<file path="src/hdl/datamover_pkg.sv">
// Datamover command word field layout and status byte layout
`default_nettype none

package datamover_pkg;

  // Port widths
  localparam int CMD_WIDTH = 72;
  localparam int STS_WIDTH = 8;

  // Field widths
  localparam int BTT_WIDTH      = 23;
  localparam int TAG_WIDTH      = 4;
  localparam int DSA_WIDTH      = 6;
  localparam int CMD_ADDR_WIDTH = 32;
  localparam int RSVD_WIDTH     = 4;

  // Field positions, low to high
  localparam int BTT_LSB  = 0;
  localparam int TYPE_BIT = 23;
  localparam int DSA_LSB  = 24;
  localparam int EOF_BIT  = 30;
  localparam int DRR_BIT  = 31;
  localparam int ADDR_LSB = 32;
  localparam int TAG_LSB  = 64;
  localparam int RSVD_LSB = 68;

  // Fixed field values used by this bridge
  // Incrementing burst
  localparam logic TYPE_INCR = 1'b1;
  // Every command ends its packet
  localparam logic EOF_LAST = 1'b1;
  // No realignment request
  localparam logic DRR_NONE = 1'b0;
  localparam logic [DSA_WIDTH-1:0] DSA_NONE = '0;

  // Status byte, set when the transfer finished without error
  localparam int STS_OKAY_BIT = 7;

endpackage

`default_nettype wire

</file>
<file path="src/hdl/ps_pl_regs_pkg.sv">
// Register bus widths, page numbers, register offsets and reset values
`default_nettype none

package ps_pl_regs_pkg;

  // Register bus
  localparam int ADDR_WIDTH = 32;
  localparam int DATA_WIDTH = 32;

  // Offset bits inside one page, page number sits in the two bits above
  localparam int PAGE_WIDTH = 12;

  // Page numbers
  localparam logic [1:0] PAGE_H2S    = 2'd0;
  localparam logic [1:0] PAGE_S2H    = 2'd1;
  localparam logic [1:0] PAGE_GLOBAL = 2'd2;

  // Returned for reads of page 3
  localparam logic [DATA_WIDTH-1:0] UNMAPPED_DATA = 32'hdeadbeef;

  // Stream page offsets, same map for h2s and s2h
  localparam logic [PAGE_WIDTH-1:0] OFS_ADDR   = 12'h000;
  localparam logic [PAGE_WIDTH-1:0] OFS_BTT    = 12'h004;
  localparam logic [PAGE_WIDTH-1:0] OFS_GO     = 12'h008;
  localparam logic [PAGE_WIDTH-1:0] OFS_STATUS = 12'h00c;

  // Global page offsets
  localparam logic [PAGE_WIDTH-1:0] OFS_ARCACHE    = 12'h000;
  localparam logic [PAGE_WIDTH-1:0] OFS_ARUSER     = 12'h004;
  localparam logic [PAGE_WIDTH-1:0] OFS_AWCACHE    = 12'h008;
  localparam logic [PAGE_WIDTH-1:0] OFS_AWUSER     = 12'h00c;
  localparam logic [PAGE_WIDTH-1:0] OFS_SOFT_RESET = 12'h010;

  // Coherent bus attributes, defaults request cacheable shared access
  localparam int CACHE_WIDTH = 4;
  localparam int USER_WIDTH  = 5;
  localparam logic [CACHE_WIDTH-1:0] CACHE_RESET = 4'hf;
  localparam logic [USER_WIDTH-1:0]  USER_RESET  = 5'h1f;

  // Completed transfer counter, wraps
  localparam int DONE_COUNT_WIDTH = 8;

  // Interrupt stretch, the interrupt controller misses single-cycle pulses
  localparam int IRQ_CNT_WIDTH = 4;
  localparam logic [IRQ_CNT_WIDTH-1:0] IRQ_STRETCH_LEN = 4'd15;

endpackage

`default_nettype wire
</file>
<file path="src/hdl/ps_pl_ctrl.sv">
// Top level with register page decode, read-data mux, stream controllers and interrupt stretch
`timescale 1ns/1ps
`default_nettype none

module ps_pl_ctrl (
  input  wire logic                                       clk,
  input  wire logic                                       rst,
  // Register bus
  input  wire logic [ps_pl_regs_pkg::ADDR_WIDTH-1:0]      set_addr,
  input  wire logic [ps_pl_regs_pkg::DATA_WIDTH-1:0]      set_data,
  input  wire logic                                       set_stb,
  input  wire logic [ps_pl_regs_pkg::ADDR_WIDTH-1:0]      get_addr,
  output logic      [ps_pl_regs_pkg::DATA_WIDTH-1:0]      get_data,
  // Host to slave, datamover read channel
  output logic                                            h2s_cmd_tvalid,
  output logic      [datamover_pkg::CMD_WIDTH-1:0]        h2s_cmd_tdata,
  input  wire logic                                       h2s_cmd_tready,
  input  wire logic                                       h2s_sts_tvalid,
  input  wire logic [datamover_pkg::STS_WIDTH-1:0]        h2s_sts_tdata,
  output logic                                            h2s_sts_tready,
  // Slave to host, datamover write channel
  output logic                                            s2h_cmd_tvalid,
  output logic      [datamover_pkg::CMD_WIDTH-1:0]        s2h_cmd_tdata,
  input  wire logic                                       s2h_cmd_tready,
  input  wire logic                                       s2h_sts_tvalid,
  input  wire logic [datamover_pkg::STS_WIDTH-1:0]        s2h_sts_tdata,
  output logic                                            s2h_sts_tready,
  // Coherent bus attributes
  output logic      [ps_pl_regs_pkg::CACHE_WIDTH-1:0]     arcache,
  output logic      [ps_pl_regs_pkg::USER_WIDTH-1:0]      aruser,
  output logic      [ps_pl_regs_pkg::CACHE_WIDTH-1:0]     awcache,
  output logic      [ps_pl_regs_pkg::USER_WIDTH-1:0]      awuser,
  // Interrupts
  input  wire logic                                       accel_irq,
  output logic                                            irq
);

  // Page number from the two bits above the page offset
  logic [1:0] set_page;
  logic [1:0] get_page;
  // Per-page write strobes
  logic       stb_h2s;
  logic       stb_s2h;
  logic       stb_global;
  // Per-page read data
  logic [ps_pl_regs_pkg::DATA_WIDTH-1:0] get_data_h2s;
  logic [ps_pl_regs_pkg::DATA_WIDTH-1:0] get_data_s2h;
  logic [ps_pl_regs_pkg::DATA_WIDTH-1:0] get_data_global;
  logic       soft_reset;
  logic       local_rst;
  logic       s2h_done;

  assign set_page = set_addr[ps_pl_regs_pkg::PAGE_WIDTH +: 2];
  assign get_page = get_addr[ps_pl_regs_pkg::PAGE_WIDTH +: 2];

  // Page 3 gets no strobe and drops writes
  assign stb_h2s    = set_stb && (set_page == ps_pl_regs_pkg::PAGE_H2S);
  assign stb_s2h    = set_stb && (set_page == ps_pl_regs_pkg::PAGE_S2H);
  assign stb_global = set_stb && (set_page == ps_pl_regs_pkg::PAGE_GLOBAL);

  // Same-cycle read mux
  always_comb begin
    case (get_page)
      ps_pl_regs_pkg::PAGE_H2S:    get_data = get_data_h2s;
      ps_pl_regs_pkg::PAGE_S2H:    get_data = get_data_s2h;
      ps_pl_regs_pkg::PAGE_GLOBAL: get_data = get_data_global;
      default:                     get_data = ps_pl_regs_pkg::UNMAPPED_DATA;
    endcase
  end

  // Soft reset clears everything below except its own pulse flop
  assign local_rst = rst || soft_reset;

  global_settings i_global (
    .clk        (clk),
    .rst        (rst),
    .set_addr   (set_addr),
    .set_data   (set_data),
    .set_stb    (stb_global),
    .get_addr   (get_addr),
    .get_data   (get_data_global),
    .arcache    (arcache),
    .aruser     (aruser),
    .awcache    (awcache),
    .awuser     (awuser),
    .soft_reset (soft_reset)
  );

  // Memory read commands
  // Read completions are visible through h2s STATUS polling only
  datamover_cmd_ctrl i_h2s (
    .clk        (clk),
    .rst        (local_rst),
    .set_addr   (set_addr),
    .set_data   (set_data),
    .set_stb    (stb_h2s),
    .get_addr   (get_addr),
    .get_data   (get_data_h2s),
    .cmd_tvalid (h2s_cmd_tvalid),
    .cmd_tdata  (h2s_cmd_tdata),
    .cmd_tready (h2s_cmd_tready),
    .sts_tvalid (h2s_sts_tvalid),
    .sts_tdata  (h2s_sts_tdata),
    .sts_tready (h2s_sts_tready),
    .done       ()
  );

  // Memory write commands
  datamover_cmd_ctrl i_s2h (
    .clk        (clk),
    .rst        (local_rst),
    .set_addr   (set_addr),
    .set_data   (set_data),
    .set_stb    (stb_s2h),
    .get_addr   (get_addr),
    .get_data   (get_data_s2h),
    .cmd_tvalid (s2h_cmd_tvalid),
    .cmd_tdata  (s2h_cmd_tdata),
    .cmd_tready (s2h_cmd_tready),
    .sts_tvalid (s2h_sts_tvalid),
    .sts_tdata  (s2h_sts_tdata),
    .sts_tready (s2h_sts_tready),
    .done       (s2h_done)
  );

  // Only write completions interrupt the host
  irq_stretch i_irq (
    .clk       (clk),
    .rst       (local_rst),
    .done      (s2h_done),
    .accel_irq (accel_irq),
    .irq       (irq)
  );

  // Page decode hands each write to one block at most
  a_page_stb_onehot: assert property (
    @(posedge clk) disable iff (rst) $onehot0({stb_h2s, stb_s2h, stb_global})
  );

endmodule

`default_nettype wire

</file>
<file path="src/hdl/irq_stretch.sv">
// Interrupt pulse stretcher with restartable down-counter
`timescale 1ns/1ps
`default_nettype none

module irq_stretch (
  input  wire logic clk,
  input  wire logic rst,
  input  wire logic done,
  input  wire logic accel_irq,
  output logic      irq
);

  logic [ps_pl_regs_pkg::IRQ_CNT_WIDTH-1:0] irq_cnt;

  // New event reloads the count, even mid-stretch
  always_ff @(posedge clk) begin
    if (rst) begin
      irq_cnt <= '0;
    end else if (done || accel_irq) begin
      irq_cnt <= ps_pl_regs_pkg::IRQ_STRETCH_LEN;
    end else if (irq_cnt != '0) begin
      irq_cnt <= irq_cnt - 1'b1;
    end
  end

  // Registered output, one cycle behind the count
  always_ff @(posedge clk) begin
    if (rst) begin
      irq <= 1'b0;
    end else begin
      irq <= (irq_cnt != '0);
    end
  end

endmodule

`default_nettype wire

</file>
<file path="src/hdl/datamover_cmd_ctrl.sv">
// Datamover command builder, command holding register and status collector
`timescale 1ns/1ps
`default_nettype none

module datamover_cmd_ctrl (
  input  wire logic                                       clk,
  input  wire logic                                       rst,
  input  wire logic [ps_pl_regs_pkg::ADDR_WIDTH-1:0]      set_addr,
  input  wire logic [ps_pl_regs_pkg::DATA_WIDTH-1:0]      set_data,
  input  wire logic                                       set_stb,
  input  wire logic [ps_pl_regs_pkg::ADDR_WIDTH-1:0]      get_addr,
  output logic      [ps_pl_regs_pkg::DATA_WIDTH-1:0]      get_data,
  output logic                                            cmd_tvalid,
  output logic      [datamover_pkg::CMD_WIDTH-1:0]        cmd_tdata,
  input  wire logic                                       cmd_tready,
  input  wire logic                                       sts_tvalid,
  input  wire logic [datamover_pkg::STS_WIDTH-1:0]        sts_tdata,
  output logic                                            sts_tready,
  output logic                                            done
);

  logic [ps_pl_regs_pkg::PAGE_WIDTH-1:0]       set_ofs;
  logic [ps_pl_regs_pkg::PAGE_WIDTH-1:0]       get_ofs;
  // Programmed transfer
  logic [datamover_pkg::CMD_ADDR_WIDTH-1:0]    addr_reg;
  logic [datamover_pkg::BTT_WIDTH-1:0]         btt_reg;
  // Command handshake
  logic                                        go_wr;
  logic                                        pending;
  logic [datamover_pkg::CMD_WIDTH-1:0]         cmd_word;
  // Status collection
  logic                                        sts_accept;
  logic [datamover_pkg::STS_WIDTH-1:0]         last_sts;
  logic [ps_pl_regs_pkg::DONE_COUNT_WIDTH-1:0] done_cnt;

  assign set_ofs = set_addr[ps_pl_regs_pkg::PAGE_WIDTH-1:0];
  assign get_ofs = get_addr[ps_pl_regs_pkg::PAGE_WIDTH-1:0];

  // GO is dropped while a command is still waiting for the datamover
  assign go_wr = set_stb && (set_ofs == ps_pl_regs_pkg::OFS_GO) && !pending;

  // Address and length registers
  always_ff @(posedge clk) begin
    if (rst) begin
      addr_reg <= '0;
      btt_reg  <= '0;
    end else if (set_stb) begin
      if (set_ofs == ps_pl_regs_pkg::OFS_ADDR) begin
        addr_reg <= set_data[datamover_pkg::CMD_ADDR_WIDTH-1:0];
      end
      // Length keeps only the bits the command word carries
      if (set_ofs == ps_pl_regs_pkg::OFS_BTT) begin
        btt_reg <= set_data[datamover_pkg::BTT_WIDTH-1:0];
      end
    end
  end

  // Command word from programmed fields, tag from GO data
  always_comb begin
    cmd_word = '0;
    cmd_word[datamover_pkg::BTT_LSB +: datamover_pkg::BTT_WIDTH] = btt_reg;
    cmd_word[datamover_pkg::TYPE_BIT] = datamover_pkg::TYPE_INCR;
    cmd_word[datamover_pkg::DSA_LSB +: datamover_pkg::DSA_WIDTH] = datamover_pkg::DSA_NONE;
    cmd_word[datamover_pkg::EOF_BIT] = datamover_pkg::EOF_LAST;
    cmd_word[datamover_pkg::DRR_BIT] = datamover_pkg::DRR_NONE;
    cmd_word[datamover_pkg::ADDR_LSB +: datamover_pkg::CMD_ADDR_WIDTH] = addr_reg;
    cmd_word[datamover_pkg::TAG_LSB +: datamover_pkg::TAG_WIDTH] =
      set_data[datamover_pkg::TAG_WIDTH-1:0];
    // Reserved nibble stays zero
    cmd_word[datamover_pkg::RSVD_LSB +: datamover_pkg::RSVD_WIDTH] = '0;
  end

  // Pending flag is the command valid, cleared on acceptance
  always_ff @(posedge clk) begin
    if (rst) begin
      pending <= 1'b0;
    end else if (go_wr) begin
      pending <= 1'b1;
    end else if (pending && cmd_tready) begin
      pending <= 1'b0;
    end
  end

  // Command holding register, only loaded while idle
  always_ff @(posedge clk) begin
    if (rst) begin
      cmd_tdata <= '0;
    end else if (go_wr) begin
      cmd_tdata <= cmd_word;
    end
  end

  assign cmd_tvalid = pending;

  // Status side always ready once out of reset
  always_ff @(posedge clk) begin
    if (rst) begin
      sts_tready <= 1'b0;
    end else begin
      sts_tready <= 1'b1;
    end
  end

  assign sts_accept = sts_tvalid && sts_tready;
  // One pulse per accepted status byte
  assign done = sts_accept;

  // Last status byte and wrapping completion count
  always_ff @(posedge clk) begin
    if (rst) begin
      last_sts <= '0;
      done_cnt <= '0;
    end else if (sts_accept) begin
      last_sts <= sts_tdata;
      done_cnt <= done_cnt + 1'b1;
    end
  end

  // Read-back, GO and unmapped offsets read zero
  always_comb begin
    get_data = '0;
    case (get_ofs)
      ps_pl_regs_pkg::OFS_ADDR: get_data[datamover_pkg::CMD_ADDR_WIDTH-1:0] = addr_reg;
      ps_pl_regs_pkg::OFS_BTT:  get_data[datamover_pkg::BTT_WIDTH-1:0] = btt_reg;
      ps_pl_regs_pkg::OFS_STATUS: begin
        get_data[datamover_pkg::STS_WIDTH-1:0] = last_sts;
        get_data[datamover_pkg::STS_WIDTH +: ps_pl_regs_pkg::DONE_COUNT_WIDTH] = done_cnt;
        get_data[datamover_pkg::STS_WIDTH + ps_pl_regs_pkg::DONE_COUNT_WIDTH] = pending;
      end
      default: ;
    endcase
  end

  // Under back-pressure the offered command must not move
  a_cmd_hold: assert property (
    @(posedge clk) disable iff (rst)
    cmd_tvalid && !cmd_tready |=> cmd_tvalid && $stable(cmd_tdata)
  );

  // Any reset cycle, hard or soft, withdraws the command
  a_cmd_reset: assert property (
    @(posedge clk) rst |=> !cmd_tvalid
  );

endmodule

`default_nettype wire

</file>
<file path="src/hdl/global_settings.sv">
// Global page: coherent bus cache and user attributes, soft reset pulse
`timescale 1ns/1ps
`default_nettype none

module global_settings (
  input  wire logic                                         clk,
  input  wire logic                                         rst,
  input  wire logic [ps_pl_regs_pkg::ADDR_WIDTH-1:0]        set_addr,
  input  wire logic [ps_pl_regs_pkg::DATA_WIDTH-1:0]        set_data,
  input  wire logic                                         set_stb,
  input  wire logic [ps_pl_regs_pkg::ADDR_WIDTH-1:0]        get_addr,
  output logic      [ps_pl_regs_pkg::DATA_WIDTH-1:0]        get_data,
  output logic      [ps_pl_regs_pkg::CACHE_WIDTH-1:0]       arcache,
  output logic      [ps_pl_regs_pkg::USER_WIDTH-1:0]        aruser,
  output logic      [ps_pl_regs_pkg::CACHE_WIDTH-1:0]       awcache,
  output logic      [ps_pl_regs_pkg::USER_WIDTH-1:0]        awuser,
  output logic                                              soft_reset
);

  // Offsets within the page
  logic [ps_pl_regs_pkg::PAGE_WIDTH-1:0] set_ofs;
  logic [ps_pl_regs_pkg::PAGE_WIDTH-1:0] get_ofs;

  assign set_ofs = set_addr[ps_pl_regs_pkg::PAGE_WIDTH-1:0];
  assign get_ofs = get_addr[ps_pl_regs_pkg::PAGE_WIDTH-1:0];

  // Attribute registers, cleared by either reset source
  always_ff @(posedge clk) begin
    if (rst || soft_reset) begin
      arcache <= ps_pl_regs_pkg::CACHE_RESET;
      aruser  <= ps_pl_regs_pkg::USER_RESET;
      awcache <= ps_pl_regs_pkg::CACHE_RESET;
      awuser  <= ps_pl_regs_pkg::USER_RESET;
    end else if (set_stb) begin
      case (set_ofs)
        ps_pl_regs_pkg::OFS_ARCACHE: arcache <= set_data[ps_pl_regs_pkg::CACHE_WIDTH-1:0];
        ps_pl_regs_pkg::OFS_ARUSER:  aruser  <= set_data[ps_pl_regs_pkg::USER_WIDTH-1:0];
        ps_pl_regs_pkg::OFS_AWCACHE: awcache <= set_data[ps_pl_regs_pkg::CACHE_WIDTH-1:0];
        ps_pl_regs_pkg::OFS_AWUSER:  awuser  <= set_data[ps_pl_regs_pkg::USER_WIDTH-1:0];
        default: ;
      endcase
    end
  end

  // Soft reset pulse
  // Only the external reset clears this flop, the pulse ends on its own
  // Write during the pulse does not extend it
  always_ff @(posedge clk) begin
    if (rst) begin
      soft_reset <= 1'b0;
    end else begin
      soft_reset <= set_stb && (set_ofs == ps_pl_regs_pkg::OFS_SOFT_RESET) && !soft_reset;
    end
  end

  // Read-back, soft reset and unmapped offsets read zero
  always_comb begin
    get_data = '0;
    case (get_ofs)
      ps_pl_regs_pkg::OFS_ARCACHE: get_data[ps_pl_regs_pkg::CACHE_WIDTH-1:0] = arcache;
      ps_pl_regs_pkg::OFS_ARUSER:  get_data[ps_pl_regs_pkg::USER_WIDTH-1:0]  = aruser;
      ps_pl_regs_pkg::OFS_AWCACHE: get_data[ps_pl_regs_pkg::CACHE_WIDTH-1:0] = awcache;
      ps_pl_regs_pkg::OFS_AWUSER:  get_data[ps_pl_regs_pkg::USER_WIDTH-1:0]  = awuser;
      default: ;
    endcase
  end

  // One-cycle pulse, stream controllers rely on a single reset cycle
  a_soft_reset_single: assert property (
    @(posedge clk) disable iff (rst) soft_reset |=> !soft_reset
  );

endmodule

`default_nettype wire

</file>
<file path="config.mk">
export PLATFORM = sky130hd
export DESIGN_NAME = ps_pl_ctrl
export DESIGN_NICKNAME = d
export VERILOG_FILES = /design/src/hdl/datamover_pkg.sv /design/src/hdl/ps_pl_regs_pkg.sv /design/src/hdl/ps_pl_ctrl.sv /design/src/hdl/irq_stretch.sv /design/src/hdl/datamover_cmd_ctrl.sv /design/src/hdl/global_settings.sv
export SDC_FILE = /design/constraint.sdc
export NUM_CORES = 1
export LEC_CHECK = 0
export BUFFER_PORTS_ARGS = -buffer_cell sky130_fd_sc_hd__buf_2
export CAP_MARGIN = 25
export CELL_PAD_IN_SITES_DETAIL_PLACEMENT = 1
export CELL_PAD_IN_SITES_GLOBAL_PLACEMENT = 2
export CORE_UTILIZATION = 34
export DETAILED_ROUTE_END_ITERATION = 10
export PLACE_DENSITY = 0.9
export SYNTH_ARGS = -nofsm -noshare
export SYNTH_HDL_FRONTEND = slang
export SYNTH_SLANG_ARGS = --single-unit
</file>
<file path="constraint.sdc">
create_clock -name clk -period 5.49 [get_ports clk]
set_input_delay 0.8235 -clock clk [delete_from_list [all_inputs] [get_ports clk]]
set_output_delay 0.8235 -clock clk [all_outputs]
set_load 0.005 [all_outputs]
</file>
==> results.toml, run 1 <==
[outcome]
status = "complete, no violations"

[sta]
rsz0062_at_grt = "no"
fmax_mhz = 249.1
relSlewSlack = 0.3155
tightest_slew_ns = 1.027
slew_viol_final = 0
hold_viol_final = 0
layout_min_cycle_time_ns = 4.015
final.period_utilization = 0.7313
fin_skew_ns = 0.01030
setup_viol = 0
tns_ns = 0

[route]
wirelength_mm = 39.67
drt_iter0_drc = 400
routedWlPerCell_um = 20.34
drt-vias-per-instance = 5.077
ant_nets = 0
vias = 9901
drt_first_pass_iters = 4
drc = 0

[pwr]
seqPwrFrac = 0.451
comb_power_share = 0.045
switchingPower_mw = 1.051
power_density_nw_per_um2 = 315.1
leakagePower_nw = 7.490
swShare = 0.2238
clkPwrFrac = 0.504
power_mw = 4.696
power.internal_mw = 3.645
peakVddDrop_mv = 0.2089

[synthesis]
synth_edf_count = 0
synth_top_family_by_area = "multiplexers"
synthCells = 1251
ys_types = 51
synth-simple-area-share = 0.1655
syn_area_sq_um = 12180
synth_top_cell_area_share = 0.4750
synthArstFlopShare = 0
synth.most_common_cell = "nand2_1"
synth-seq-cells = 289
yosysWarnings = 0
synth_adder_area_share = 0.004109
ys.flop_type = "dfxtp_1"
muxShareOfSynthArea = 0.2494
yosys-top-cells-count = "nand2_1 (322), dfxtp_1 (289), mux2i_1 (254)"
ys_seq_area_frac = 0.4750
synth.avg_cell_area_sq_um = 9.737
synth_area_leaders = "dfxtp_1 (47%), mux2i_1 (21%), nand2_1 (9.9%)"
yosysTopAreaCell = "dfxtp_1"
synth_xor_area_frac = 0.01150
synth_compound_area_frac = 0.04479

[cells_and_area]
largest_registers = "i_h2s.cmd_tdata x60, i_s2h.cmd_tdata x60"
final_area_sq_um = 14900
layout-drive-gt1-share = 0.2565
fin_util = 0.4273
nets = 1592
stdcell_count = 1950
synthToLayoutAreaGrowth_pct = 22.36

[global_route]
gr-total-overflow = 0
antenna_found_initial = 2
grt_usage = 0.2149
grt_pass1_vias = 10550
grt_start_max_net_pins = 123
grt_pass1_wl_mm = 60.47

[critical_path]
cp-start-kind = "input pin"
crit_chain = "buf_2 -> or4_1 -> or3_1 -> nor3_4 -> a221o_1 -> buf_2"
r2r_slack_ns = 2.86
cp_data_required_time_ns = 4.67
crit_type = "in2out"
crit_top_cell = "buf_2"
slowest_delay_ns = 0.72
slowest_stage = "or3_1"
critPathArrivalTime_ns = 3.19
critPathMaxFanout = 15
crit_path_end_kind = "output pin"

[clock_network]
clock_latency_ns = 0.50
postCtsResizedCells = 0
clkSlewWorstSetupHoldPaths_ns = 0.06
hold_buffers = 0
cts.htree.levels = 2
clockBufferDepth = 3
cts_buffers = 34
clock_sinks = 289
postCtsSetupRepairBufs = 0
clock-root-buffer = "clkbuf_16"
cts_tree = "built"

[die]
dieArea_sq_um = 36590
die_w_um = 191.3
core_sq_um = 34880
ios = 319
fp-row-count = 68
start_util = 0.3492
die_h_um = 191.3

[place]
place_area_sq_um = 13700
place.gp.congestion = 0.7990
io_buffers = 260
dpl.cell_count = 1886
place_hpwl_mm = 27.14

[flow_run]
cap_viol_max_count = 0

[min_path]
hold_class = "reg2reg"
==> critical path: cells and delay by family <==
kind,cells,cell delay [ns]
and+or+nand+nor,3,1.91
buffers and inverters,2,0.21
AOI/OAI and AO/OA,1,0.24
==> layer usage <==
metal | up-vias | global-route usage | share of wire
met2 | 241 | 0.3728 | 0.49
met5 | - | 0 | 0
met1 | 4924 | 0.2646 | 0.43
li1 | 4689 | - | -
met4 | 0 | 0.05983 | 0.020
met3 | 47 | 0.04902 | 0.060
==> metrics by stage <==
stage	hold WS (ns)	worst slack (ns)
2_1_floorplan	0.4329	2.109
4_1_cts	0.4605	1.437
6_report	0.4562	1.475
5_1_grt	0.4750	1.350
3_5_place_dp	0.4515	1.454
3_3_place_gp	0.4397	1.459
==> path summary, 6_finish.rpt <==
| kind | startpoint | end | depth (start not counted) |
|---|---|---|---|
| setup / recovery | get_addr[11] | get_data[28] | 6 |
| hold / removal | i_s2h.cmd_tdata[37] | i_s2h.cmd_tdata[37] | 2 |
| setup reg to reg | i_global.soft_reset | i_h2s.btt_reg[11] | 6 |
| hold reg to reg | i_s2h.cmd_tdata[37] | i_s2h.cmd_tdata[37] | 2 |
==> layout make-up <==
type | instances | area, sq um
fillers | 4035 | 19980
clock inverters | 8 | 96.34
clock buffers | 53 | 1096
well taps | 455 | 569.3
inverters | 7 | 33.78
diodes | 2 | 5.005
flip-flops and latches | 289 | 5786
repair buffers | 275 | 1426
multi-input cells | 861 | 5892
==> cells in the final DEF, fill, tap and decap left out, types with 15 or more instances in the layout <==
cell type	count
mux2i_1	254
nand2_1	322
a22oi_1	19
a21oi_1	39
mux4_2	15
nor2_1	38
conb_1	22
buf_2	260
dfxtp_1	289
clkbuf_16	37
==> kinds of logic after synthesis <==
| kind of cell | Yosys count |
|---|---|
| AOI/OAI and AO/OA | 82 |
| other | 1 |
| muxes | 283 |
| and+or+nand+nor | 454 |
| DFF | 289 |
| buffers and inverters | 122 |
| xor gates and xnor gates | 16 |
| adders and majority gates | 4 |
==> power by group through the flow <==
stage	clock network (mW)	registers (mW)	logic, mW
2_1_floorplan	0	2.16	0.133
3_5_place_dp	0	2.16	0.212
6_report	2.37	2.12	0.212
4_1_cts	2.42	2.12	0.214
3_3_place_gp	0	2.16	0.208
5_1_grt	2.52	2.12	0.233
Note: power is estimated with default switching activity, not from simulation.
==> run 2, diff against run 1 <==
- CORE_UTILIZATION: 34 -> 32
- PLACE_DENSITY: 0.9 -> 0.86
- clock period: 5.49 -> 4 ns (I/O delays scaled with it)
==> run 2 against run 1 <==
Setup slack worse by 0.98 ns. Design area rose by 0.80%. Clock skew shrank 0.0031 ns. Sequential cell count unchanged. Sequential power up 37%. Sequential share of layout area decreased by 0.31 points. Via count up 0.27%. Critical path depth grew 1.
==> results.toml, run 2 (same netlist as run 1, synthesis figures left out) <==
[cells_and_area]
final_cell_mix = "nand2_1 (322), dfxtp_1 (289), buf_2 (260), mux2i_1 (254), a21oi_1 (39)"
layout-drive-gt1-share = 0.2603
final_area_sq_um = 15020
synthToLayoutAreaGrowth_pct = 23.34
fillers = 4358
nets = 1601
final_common_cell = "nand2_1"
largest_registers = "i_h2s.cmd_tdata x60, i_s2h.cmd_tdata x60"
fin_util = 0.3998

[clock_network]
clock-root-buffer = "clkbuf_16"
cts_tree = "built"
clock_latency_ns = 0.51
clkSlewWorstSetupHoldPaths_ns = 0.06
cts.htree.levels = 2
postCtsSetupRepairBufs = 0
postCtsResizedCells = 0
hold_buffers = 0
cts_buffers = 35
clock_sinks = 289
clockBufferDepth = 3

[route]
ant_nets = 0
drt_iter0_drc = 398
vias = 9928
drt-vias-per-instance = 4.927
drt_first_pass_iters = 5
wirelength_mm = 40.60
routedWlPerCell_um = 20.15
drc = 0

[die]
start_util = 0.3241
fp-row-count = 71
die_w_um = 197.1
core_sq_um = 37580
dieArea_sq_um = 38850
ios = 319
die_h_um = 197.1

[sta]
setup_viol = 0
relSlewSlack = 0.2995
tightest_slew_ns = 1.051
layout_min_cycle_time_ns = 3.500
fmax_mhz = 285.7
final.period_utilization = 0.8749
rsz0062_at_grt = "no"
slew_viol_final = 0
hold_ws_ns = 0.3121
hold_viol_final = 0
fin_skew_ns = 0.007194
tns_ns = 0

[critical_path]
worstReg2RegEnd = "i_s2h.btt_reg[5]"
slowest_delay_ns = 0.71
crit_path_end_kind = "output pin"
cp_data_required_time_ns = 3.40
critPathArrivalTime_ns = 2.90
cp-startpoint = "get_addr[11]"
cp-start-kind = "input pin"
crit_chain = "buf_2 -> or4_1 -> or3_1 -> buf_4 -> or3_1 -> nand4_1 -> buf_2"
crit_type = "in2out"
crit_path_end = "get_data[2]"
rr_startpoint = "i_global.soft_reset"
critPathMaxFanout = 11
worst_r2r_path_depth = 5
slowest_stage = "or4_1"
r2r_slack_ns = 2.00

[place]
place.gp.congestion = 0.8197
place_area_sq_um = 13850
io_buffers = 260
place_hpwl_mm = 28.01

[global_route]
antenna_found_initial = 2
grt_pass1_vias = 10500
grt_usage = 0.2068
grt_pass1_wl_mm = 61.64
gr-total-overflow = 0
grt_start_max_net_pins = 106

[pwr]
power_density_nw_per_um2 = 429.6
leakagePower_nw = 7.515
peakVddDrop_mv = 0.2651

[min_path]
hold_class = "in2reg"

[flow_run]
cap_viol_max_count = 0

[outcome]
status = "complete, no violations"
[run 2: cell types whose count changed in the layout (fill, tap and decap cells not counted), sizes merged]
| cell | previous run | this run |
|---|---|---|
| buf | 275 | 283 |
| clkbuf | 53 | 45 |
| inv | 8 | 7 |
| clkinv | 4 | 10 |
| bufinv | 2 | 4 |
| clkinvlp | 1 | 3 |
[run 2: final cells by class]
type | count | area, sq um | area share
Sequential cell | 289 | 5786 | 0.3851
Antenna cell | 2 | 5.005 | 0.0003331
Tap cell | 511 | 639.4 | 0.04256
Clock inverter | 17 | 192.7 | 0.01283
Inverter | 7 | 33.78 | 0.002249
Multi-Input combinational cell | 861 | 5892 | 0.3922
Clock buffer | 45 | 975.9 | 0.06496
Timing Repair Buffer | 283 | 1499 | 0.09978
[run 2: per-stage QoR]
step / power (mW) / setup slack (ns) / cells
4_1_cts: 6.528 / 0.4917 / 2013
3_3_place_gp: 3.260 / 0.5329 / 1951
3_5_place_dp: 3.265 / 0.4963 / 1951
2_1_floorplan: 3.147 / 1.066 / 1272
6_report: 6.454 / 0.5004 / 2015
5_1_grt: 6.659 / 0.4146 / 2015
[run 2: how the worst min path moves through the flow]
stage                                to  cells past startpoint  slack (ns)                start
floorplan             i_h2s.last_sts[0]                      2        0.43    i_h2s.last_sts[0]
global placement      i_s2h.last_sts[6]                      2        0.44    i_s2h.last_sts[6]
detailed placement  i_s2h.cmd_tdata[18]                      2        0.45  i_s2h.cmd_tdata[18]
CTS                 i_global.soft_reset                      2        0.29          set_addr[2]
global route        i_global.soft_reset                      2        0.31          set_addr[2]
finish              i_global.soft_reset                      2        0.31          set_addr[2]
[run 2: power breakdown]
group / internal, mW / leakage, nW / switching [mW]
combinational: 0.0988 / 4.61 / 0.197
clock: 1.98 / 0.574 / 1.27
sequential: 2.89 / 2.33 / 0.0123
total: 4.98 / 7.52 / 1.48
[run 2: routing by layer]
metal  up-vias  share of wire  global-route usage
met1      4903           0.45              0.2619
met4         0          0.032             0.07895
met2       252           0.47              0.3476
li1       4705              -                   -
met3        68          0.050             0.03893
met5         -              0                   0
[run 2: worst max-delay path, delay by kind of cell]
kind	cells	cell delay (ns)
buffers and inverters	3	0.49
and+or+nand+nor	4	1.81
